--- config.mk ---
export PLATFORM = sky130hd
export DESIGN_NAME = rename_unit
export DESIGN_NICKNAME = d
export VERILOG_FILES = /design/src/hdl/rename_cfg_pkg.sv /design/src/hdl/rename_tag_pkg.sv /design/src/hdl/checkpoint_store.sv /design/src/hdl/free_list.sv /design/src/hdl/map_table.sv /design/src/hdl/rename_control.sv /design/src/hdl/rename_unit.sv
export SDC_FILE = /design/constraint.sdc
export NUM_CORES = 2
export LEC_CHECK = 0
export BUFFER_PORTS_ARGS = -buffer_cell sky130_fd_sc_hd__buf_2
export CORE_AREA = 2 2 388 390
export DETAILED_ROUTE_END_ITERATION = 10
export DIE_AREA = 0 0 390 392
export PLACE_DENSITY = 0.72
export SLEW_MARGIN = 20
export SYNTH_ARGS = -nofsm -noshare
export SYNTH_HDL_FRONTEND = slang
export SYNTH_HIERARCHICAL = 1
export SYNTH_SLANG_ARGS = --single-unit
--- constraint.sdc ---
create_clock -name clock -period 13.3 [get_ports clock]
set_input_delay 3.325 -clock clock [delete_from_list [all_inputs] [get_ports clock]]
set_output_delay 3.325 -clock clock [all_outputs]
set_load 0.02 [all_outputs]
--- src/hdl/rename_cfg_pkg.sv ---
`default_nettype none

package rename_cfg_pkg;

	// architectural registers seen by software
	localparam int DEFAULT_ARCH_REGS = 32;

	// physical registers behind the map table
	localparam int DEFAULT_PHYS_REGS = 64;

	// branches that may be in flight at once
	localparam int DEFAULT_CHECKPOINTS = 4;

endpackage

`default_nettype wire

--- src/hdl/rename_tag_pkg.sv ---
`default_nettype none

package rename_tag_pkg;

	// largest physical register file a tag can address
	localparam int MAX_PHYS_REGS = 256;

	// largest architectural register file a tag can address
	localparam int MAX_ARCH_REGS = 64;

	// physical register tag, handed out by the free list
	typedef logic [$clog2(MAX_PHYS_REGS)-1:0] phys_tag_t;

	// architectural register tag, as named by the instruction
	typedef logic [$clog2(MAX_ARCH_REGS)-1:0] arch_tag_t;

endpackage

`default_nettype wire

--- src/hdl/checkpoint_store.sv ---
`default_nettype none

module checkpoint_store
	import rename_cfg_pkg::*;
#(
	parameter int NUM_CHECKPOINTS = DEFAULT_CHECKPOINTS,
	parameter type payload_t = logic
) (
	input wire logic clock,
	input wire logic reset,
	// snapshot at branch dispatch
	input wire logic push,
	// oldest branch resolved correctly
	input wire logic pop,
	// mispredict flushes every pending snapshot
	input wire logic clear,
	input wire payload_t push_data,
	output payload_t oldest_data,
	output logic full
);

	localparam int PTR_W = (NUM_CHECKPOINTS > 1) ? $clog2(NUM_CHECKPOINTS) : 1;
	localparam int CNT_W = $clog2(NUM_CHECKPOINTS + 1);

	payload_t slots [NUM_CHECKPOINTS];
	logic [PTR_W-1:0] rd_ptr;
	logic [PTR_W-1:0] wr_ptr;
	logic [CNT_W-1:0] count;

	function automatic logic [PTR_W-1:0] ptr_inc(input logic [PTR_W-1:0] ptr);
		if (ptr == PTR_W'(NUM_CHECKPOINTS - 1)) begin
			return '0;
		end
		return ptr + 1'b1;
	endfunction

	// branches resolve in order, so the oldest is always the one wanted
	assign oldest_data = slots[rd_ptr];
	assign full = (count == CNT_W'(NUM_CHECKPOINTS));

	always_ff @(posedge clock) begin
		if (push) begin
			slots[wr_ptr] <= push_data;
		end
	end

	always_ff @(posedge clock) begin
		if (reset || clear) begin
			rd_ptr <= '0;
			wr_ptr <= '0;
			count <= '0;
		end else begin
			if (push) begin
				wr_ptr <= ptr_inc(wr_ptr);
			end
			if (pop) begin
				rd_ptr <= ptr_inc(rd_ptr);
			end
			count <= count + CNT_W'(push) - CNT_W'(pop);
		end
	end

	assert property (@(posedge clock) disable iff (reset) push |-> !full);

	// a pop or flush with nothing stored means a resolve without a branch
	assert property (@(posedge clock) disable iff (reset) pop || clear |-> count != '0);

endmodule

`default_nettype wire

--- src/hdl/free_list.sv ---
`default_nettype none

module free_list
	import rename_tag_pkg::*, rename_cfg_pkg::*;
#(
	parameter int NUM_ARCH_REGS = DEFAULT_ARCH_REGS,
	parameter int NUM_PHYS_REGS = DEFAULT_PHYS_REGS
) (
	input wire logic clock,
	input wire logic reset,
	// retire push of a released tag
	input wire logic enable,
	input wire phys_tag_t t_old,
	// dispatch pop of a new destination tag
	input wire logic dispatch_en,
	// mispredict restore of the head
	input wire logic branch_incorrect,
	input wire logic [$clog2(NUM_PHYS_REGS)-1:0] head_check_point,
	output logic [$clog2(NUM_PHYS_REGS)-1:0] head_out,
	output logic [$clog2(NUM_PHYS_REGS+1)-1:0] num_free_entries,
	output logic empty,
	output phys_tag_t free_reg
);

	// tags not mapped at reset, the most that can ever be free
	localparam int FREE_MAX = NUM_PHYS_REGS - NUM_ARCH_REGS;
	localparam int PTR_W = $clog2(NUM_PHYS_REGS);
	localparam int CNT_W = $clog2(NUM_PHYS_REGS + 1);

	// one slot per physical tag, so head == tail only when empty
	phys_tag_t ring [NUM_PHYS_REGS];
	logic [PTR_W-1:0] head;
	logic [PTR_W-1:0] tail;
	logic [PTR_W-1:0] tail_nxt;
	logic [CNT_W-1:0] count;
	logic full;

	// pointer step with wrap at the ring size
	function automatic logic [PTR_W-1:0] ptr_inc(input logic [PTR_W-1:0] ptr);
		if (ptr == PTR_W'(NUM_PHYS_REGS - 1)) begin
			return '0;
		end
		return ptr + 1'b1;
	endfunction

	// entries from one pointer up to another, going round the ring
	function automatic logic [CNT_W-1:0] ring_dist(input logic [PTR_W-1:0] from_ptr,
			input logic [PTR_W-1:0] to_ptr);
		if (to_ptr >= from_ptr) begin
			return CNT_W'(to_ptr) - CNT_W'(from_ptr);
		end
		return CNT_W'(NUM_PHYS_REGS) - CNT_W'(from_ptr) + CNT_W'(to_ptr);
	endfunction

	// tail after this cycle's retire, also used by the restore count
	assign tail_nxt = enable ? ptr_inc(tail) : tail;

	assign empty = (count == '0);
	assign full = (count == CNT_W'(FREE_MAX));
	assign free_reg = ring[head];
	assign head_out = head;
	assign num_free_entries = count;

	// reset fills the ring with the tags above the identity mapping
	always_ff @(posedge clock) begin
		if (reset) begin
			for (int i = 0; i < FREE_MAX; i++) begin
				ring[i] <= phys_tag_t'(NUM_ARCH_REGS + i);
			end
		end else if (enable) begin
			ring[tail] <= t_old;
		end
	end

	always_ff @(posedge clock) begin
		if (reset) begin
			head <= '0;
			tail <= PTR_W'(FREE_MAX);
			count <= CNT_W'(FREE_MAX);
		end else begin
			// retire always lands, restore or not
			tail <= tail_nxt;
			if (branch_incorrect) begin
				// tags popped after the branch come back, retired ones stay
				head <= head_check_point;
				count <= ring_dist(head_check_point, tail_nxt);
			end else begin
				if (dispatch_en) begin
					head <= ptr_inc(head);
				end
				case ({enable, dispatch_en})
					2'b10: count <= count + 1'b1;
					2'b01: count <= count - 1'b1;
					default: count <= count;
				endcase
			end
		end
	end

	// a retire beyond the free capacity means a tag was freed twice
	assert property (@(posedge clock) disable iff (reset)
		enable && !dispatch_en && !branch_incorrect |-> !full);

	assert property (@(posedge clock) disable iff (reset) dispatch_en |-> !empty);

	assert property (@(posedge clock)
		NUM_PHYS_REGS <= MAX_PHYS_REGS && NUM_ARCH_REGS < NUM_PHYS_REGS);

endmodule

`default_nettype wire

--- src/hdl/map_table.sv ---
`default_nettype none

module map_table
	import rename_tag_pkg::*, rename_cfg_pkg::*;
#(
	parameter int NUM_ARCH_REGS = DEFAULT_ARCH_REGS
) (
	input wire logic clock,
	input wire logic reset,
	input wire arch_tag_t src1_arch,
	input wire arch_tag_t src2_arch,
	input wire arch_tag_t dest_arch,
	// new mapping for dest_arch
	input wire logic write_en,
	input wire phys_tag_t write_phys,
	// whole-table reload from a branch snapshot
	input wire logic restore_en,
	input wire phys_tag_t [NUM_ARCH_REGS-1:0] restore_map,
	output phys_tag_t src1_phys,
	output phys_tag_t src2_phys,
	output phys_tag_t dest_old_phys,
	output phys_tag_t [NUM_ARCH_REGS-1:0] map_out
);

	// one physical tag per architectural register
	phys_tag_t [NUM_ARCH_REGS-1:0] map_q;

	// reads come from the registered table
	// so a source equal to this cycle's dest sees the old tag
	assign src1_phys = map_q[src1_arch];
	assign src2_phys = map_q[src2_arch];

	// previous mapping goes to the ROB to be freed at retire
	assign dest_old_phys = map_q[dest_arch];

	// snapshot source for the checkpoint store
	assign map_out = map_q;

	always_ff @(posedge clock) begin
		if (reset) begin
			// identity mapping, register i lives in tag i
			for (int i = 0; i < NUM_ARCH_REGS; i++) begin
				map_q[i] <= phys_tag_t'(i);
			end
		end else if (restore_en) begin
			map_q <= restore_map;
		end else if (write_en) begin
			map_q[dest_arch] <= write_phys;
		end
	end

	// the arch tag field is wider than the table
	assert property (@(posedge clock) disable iff (reset)
		src1_arch < NUM_ARCH_REGS && src2_arch < NUM_ARCH_REGS);

	assert property (@(posedge clock) disable iff (reset)
		write_en |-> dest_arch < NUM_ARCH_REGS && NUM_ARCH_REGS <= MAX_ARCH_REGS);

endmodule

`default_nettype wire

--- src/hdl/rename_control.sv ---
`default_nettype none

module rename_control
	import rename_cfg_pkg::*;
#(
	parameter int NUM_CHECKPOINTS = DEFAULT_CHECKPOINTS
) (
	input wire logic clock,
	input wire logic reset,
	input wire logic dispatch_valid,
	input wire logic dispatch_is_branch,
	input wire logic dispatch_dest_valid,
	input wire logic branch_resolve,
	input wire logic branch_mispredict,
	// resource state from the datapath
	input wire logic free_empty,
	input wire logic checkpoint_full,
	output logic stall,
	output logic alloc_en,
	output logic map_write_en,
	output logic take_checkpoint,
	output logic restore_en,
	output logic pop_checkpoint
);

	localparam int CNT_W = $clog2(NUM_CHECKPOINTS + 1);

	// branches dispatched and not yet resolved
	logic [CNT_W-1:0] pending;
	logic mispredict;
	logic dispatch_go;

	assign mispredict = branch_resolve && branch_mispredict;

	// hold dispatch when out of tags, out of checkpoints, or flushing
	assign stall = dispatch_valid &&
		((dispatch_dest_valid && free_empty) ||
		(dispatch_is_branch && checkpoint_full) ||
		mispredict);

	assign dispatch_go = dispatch_valid && !stall;

	// dest tag pop and map update move together
	assign alloc_en = dispatch_go && dispatch_dest_valid;
	assign map_write_en = dispatch_go && dispatch_dest_valid;
	assign take_checkpoint = dispatch_go && dispatch_is_branch;

	// resolve splits into restore or plain pop
	assign restore_en = mispredict;
	assign pop_checkpoint = branch_resolve && !branch_mispredict;

	always_ff @(posedge clock) begin
		if (reset || restore_en) begin
			// a mispredict squashes every younger branch too
			pending <= '0;
		end else begin
			pending <= pending + CNT_W'(take_checkpoint) - CNT_W'(pop_checkpoint);
		end
	end

	assert property (@(posedge clock) disable iff (reset) !(restore_en && take_checkpoint));

	assert property (@(posedge clock) disable iff (reset) branch_resolve |-> pending != '0);

endmodule

`default_nettype wire

--- src/hdl/rename_unit.sv ---
`default_nettype none

module rename_unit
	import rename_tag_pkg::*, rename_cfg_pkg::*;
#(
	parameter int NUM_ARCH_REGS = DEFAULT_ARCH_REGS,
	parameter int NUM_PHYS_REGS = DEFAULT_PHYS_REGS,
	parameter int NUM_CHECKPOINTS = DEFAULT_CHECKPOINTS
) (
	input wire logic clock,
	input wire logic reset,
	// dispatch side, held while stall is high
	input wire logic dispatch_valid,
	input wire logic dispatch_is_branch,
	input wire logic dispatch_dest_valid,
	input wire arch_tag_t dispatch_dest_arch,
	input wire arch_tag_t dispatch_src1_arch,
	input wire arch_tag_t dispatch_src2_arch,
	// retire side from the ROB
	input wire logic retire_en,
	input wire phys_tag_t retire_old_phys,
	// branch outcome, oldest first
	input wire logic branch_resolve,
	input wire logic branch_mispredict,
	output logic stall,
	output phys_tag_t src1_phys,
	output phys_tag_t src2_phys,
	output phys_tag_t dest_phys,
	output phys_tag_t dest_old_phys,
	output logic [$clog2(NUM_PHYS_REGS+1)-1:0] num_free
);

	localparam int HEAD_W = $clog2(NUM_PHYS_REGS);

	// the two snapshot payloads
	typedef phys_tag_t [NUM_ARCH_REGS-1:0] map_snap_t;
	typedef logic [HEAD_W-1:0] head_snap_t;

	logic alloc_en;
	logic map_write_en;
	logic take_checkpoint;
	logic restore_en;
	logic pop_checkpoint;
	logic free_empty;
	logic map_ckpt_full;
	logic head_ckpt_full;
	head_snap_t head_now;
	head_snap_t head_restore;
	map_snap_t map_now;
	map_snap_t map_restore;

	rename_control #(
		.NUM_CHECKPOINTS(NUM_CHECKPOINTS)
	) control (
		.clock(clock), .reset(reset),
		.dispatch_valid(dispatch_valid), .dispatch_is_branch(dispatch_is_branch),
		.dispatch_dest_valid(dispatch_dest_valid),
		.branch_resolve(branch_resolve), .branch_mispredict(branch_mispredict),
		.free_empty(free_empty), .checkpoint_full(map_ckpt_full | head_ckpt_full),
		.stall(stall), .alloc_en(alloc_en), .map_write_en(map_write_en),
		.take_checkpoint(take_checkpoint), .restore_en(restore_en),
		.pop_checkpoint(pop_checkpoint)
	);

	// dest_phys is the tag at the free-list head
	free_list #(
		.NUM_ARCH_REGS(NUM_ARCH_REGS), .NUM_PHYS_REGS(NUM_PHYS_REGS)
	) free_tags (
		.clock(clock), .reset(reset),
		.enable(retire_en), .t_old(retire_old_phys), .dispatch_en(alloc_en),
		.branch_incorrect(restore_en), .head_check_point(head_restore),
		.head_out(head_now), .num_free_entries(num_free), .empty(free_empty),
		.free_reg(dest_phys)
	);

	map_table #(
		.NUM_ARCH_REGS(NUM_ARCH_REGS)
	) map (
		.clock(clock), .reset(reset),
		.src1_arch(dispatch_src1_arch), .src2_arch(dispatch_src2_arch),
		.dest_arch(dispatch_dest_arch),
		.write_en(map_write_en), .write_phys(dest_phys),
		.restore_en(restore_en), .restore_map(map_restore),
		.src1_phys(src1_phys), .src2_phys(src2_phys),
		.dest_old_phys(dest_old_phys), .map_out(map_now)
	);

	// a branch writes no dest, so the current table is the snapshot
	checkpoint_store #(
		.NUM_CHECKPOINTS(NUM_CHECKPOINTS), .payload_t(map_snap_t)
	) map_ckpt (
		.clock(clock), .reset(reset),
		.push(take_checkpoint), .pop(pop_checkpoint), .clear(restore_en),
		.push_data(map_now), .oldest_data(map_restore), .full(map_ckpt_full)
	);

	// likewise the head does not move on a branch
	checkpoint_store #(
		.NUM_CHECKPOINTS(NUM_CHECKPOINTS), .payload_t(head_snap_t)
	) head_ckpt (
		.clock(clock), .reset(reset),
		.push(take_checkpoint), .pop(pop_checkpoint), .clear(restore_en),
		.push_data(head_now), .oldest_data(head_restore), .full(head_ckpt_full)
	);

endmodule

`default_nettype wire

==> flow_metrics.tcl <==
set metrics [dict create \
    finalNonFillerCells 6926 \
    num_vias 46940 \
    fillCellCount 10890 \
    layout_common_cells "edfxtp_1 (1560), mux4_2 (547), dfxtp_1 (294), nor2b_1 (279), a211oi_1 (269)" \
    placed_cells_incl_taps 6575 \
    drive_above_1_share_pct 21.46 \
    max_cap_viol_count 0 \
    io_pins 74 \
    clkPwrFrac_pct 40.8 \
    post-cts-setup-buffers 0 \
    synth_ff_type "edfxtp_1" \
    hp-class "reg -> reg" \
    fin_setup_tns_ns 0 \
    synth_area_leader_cell "edfxtp_1" \
    max-slew-margin-rel_pct 24.33 \
    synth_area_leaders "edfxtp_1 (58%), mux4_2 (15%), dfxtp_1 (7.4%)" \
    drv_slew 0 \
    antenna_found_initial 13 \
    clk_pin_slew_ns 0.05 \
    gp_congestion 1.009 \
    grt_pass1_vias 46590 \
    place_hpwl_mm 123.2 \
    cts_tree "yes" \
    cts-root-buf "clkbuf_16" \
    r2r_setup_slack_ns 8.62 \
    fin_skew_ns 0.05889 \
    clkLatencyLatePin_ns 0.85 \
    grt_first_pass_wirelength_mm 311.2 \
    htreeDepth 4 \
    synth-seq-cells 1859 \
    yosysTopAreaCellShare_pct 57.69 \
    fin_crit_ns 9.760 \
    finalCritPeriodShare_pct 73.38 \
    p_int_mw 9.851 \
    slowest_delay_ns 0.73 \
    synth_edf_count 1560 \
    p_total_mw 12.89 \
    drt_iter0_drc 5487 \
    grtUsageTotal_pct 27.55 \
    grt_max_degree 132 \
    cts_buffers 185 \
    fp.dieArea_mm2 0.1529 \
    hold_viol_final 0 \
    synthCells 4887 \
    p_leak_nw 28.73 \
    fin_area_mm2 0.08861 \
    drt-wirelength-per-cell_um 30.28 \
    critical_path_class "in -> out" \
    vdd_drop_max_mv 0.1242 \
    ff_latch_area_mm2 0.05285 \
    synth-seq-area-share_pct 65.06 \
    p_per_area_mw_per_mm2 145.5 \
    core_mm2 0.1489 \
    seq_power_share_pct 51.4 \
    start_util_pct 54.54 \
    start_kind "input port" \
    cp_max_fo 49 \
    cts_hold_buf 0 \
    die_x_um 390 \
    clockBufferDepth 3 \
    rsz0062_at_grt "no" \
    end_kind "primary output" \
    worstPathArrival_ns 6.43 \
    fmax_mhz 102.5 \
    die_y_um 392 \
    post_synth_num_cell_types 74 \
    crit_required_ns 9.97 \
    syn_area_mm2 0.08120 \
    mostFrequentLayoutCell "edfxtp_1" \
    switching_share_pct 23.58 \
    power.switching_mw 3.039 \
    syn_to_final_growth_pct 9.119 \
    status "complete, no violations" \
    fin_nets 4884 \
    gr-total-overflow 0 \
    setup_violations 0 \
    crit_slowest_cell "mux4_4" \
    syn_nets 4953 \
    vias_per_cell 6.777 \
    rows 142 \
    p_comb_share_pct 7.8 \
    dr.pass1.iters 7 \
    drcViolationCount 0 \
    cts_sinks 1859 \
    crit_chain "buf_6 -> buf_4 -> mux4_4 -> a22o_1 -> a221oi_1 -> nand3_1 -> buf_2" \
    synth_warnings 6 \
    worst_pin_slew_ns 1.125 \
    ctsResizeCount 0 \
    holdWs_ns 0.5006 \
    ant_nets 0 \
    routed_wl_mm 209.7 \
    placed_cell_area_mm2 0.08239 \
    multiInputGateArea_mm2 0.02600 \
    ys_async_sr_fraction_pct 0 \
    numPortBuffers 71 \
    avgSynthCellArea_um2 16.62 \
]
layout make-up:
type,instances,area share [%]
inverter,29,0.1229
multi-input combinational,2591,29.34
sequential,1859,59.65
clock inverter,87,1.274
clock buffer,254,5.701
tap,1944,2.745
timing repair buffer,152,1.140
antenna,10,0.02824
synth_stat cells, types with 7 or more instances:
cell type / number
nand2_2: 23
mux4_1: 11
mux4_2: 547
edfxtp_1: 1560
o21ai_0: 16
nand4_1: 8
and3_1: 267
buf_4: 39
or3b_2: 9
ha_1: 28
and2_1: 158
nor2b_1: 279
mux2i_1: 54
nand2b_1: 17
clkbuf_1: 235
buf_6: 16
a22oi_1: 54
nor4_1: 19
nand3b_1: 12
nand3_1: 38
a21oi_1: 35
o21bai_1: 80
a211oi_1: 269
nor3_1: 179
nor2_1: 119
dfxtp_1: 299
buf_8: 7
buf_12: 23
nand2_1: 45
or3_1: 115
inv_1: 29
or2_2: 39
buf_1: 12
buf_2: 71
o22ai_1: 79
critical path: cells and delay by family:
kind,cells,cell delay (ns)
compound gates,2,0.48
mux,1,0.73
buf+inv,3,1.48
simple gates,1,0.33
routing by layer:
layer  global-route usage (%)  vias up  share of wire (%)
met1                    37.28    24310                 38
met4                    13.27        0                4.9
met3                    5.770      477                 10
li1                         -    19510                  -
met5                        0        -                  0
met2                    42.99     2640                 47
per-stage QoR:
step | utilization (%) | worst slack (ns)
after global routing | 59.50 | 3.430
final | 59.51 | 3.540
after detailed placement | 55.34 | 3.686
after global placement | 55.34 | 3.668
after floorplan | - | 2.665
after CTS | 59.49 | 3.672
kinds of logic after synthesis:
| logic type | synth area share, % |
|---|---|
| flops | 65.06 |
| simple gates | 9.834 |
| buf+inv | 3.032 |
| compound gates | 5.034 |
| xor+xnor | 0.1772 |
| mux | 16.33 |
| fa+ha+maj | 0.5301 |
flip-flops by register name, summed over array words and instances (netlist names), named ones only:
register / count
free_tags/head_out: 6
head_ckpt/rd_ptr: 2
head_ckpt/slots: 24
head_ckpt/count: 3
free_tags/tail: 6
head_ckpt/wr_ptr: 2
map_ckpt/rd_ptr: 2
map_ckpt/slots: 1024
map_ckpt/count: 3
map/map_out: 256
free_tags/ring: 512
free_tags/num_free_entries: 7
map_ckpt/wr_ptr: 2
power groups by stage:
stage / Clock [mW] / Sequential, mW / Combinational, mW
floorplan: 0 / 6.66 / 0.704
global placement: 0 / 6.73 / 0.975
detailed placement: 0 / 6.74 / 0.988
CTS: 5.32 / 6.62 / 0.994
global route: 5.55 / 6.64 / 1.06
finish: 5.26 / 6.63 / 1.01
path summary, 6_finish.rpt:
kind | to | cells after the start | startpoint
min reg2reg | head_ckpt/rd_ptr[0] | 2 | head_ckpt/rd_ptr[0]
min | head_ckpt/rd_ptr[0] | 2 | head_ckpt/rd_ptr[0]
max reg2reg | map_ckpt/slots[1][63] | 8 | map_ckpt/count[1]
max | dest_old_phys[2] | 7 | dispatch_dest_arch[0]
No activity file was read; power rests on OpenSTA's default activity.
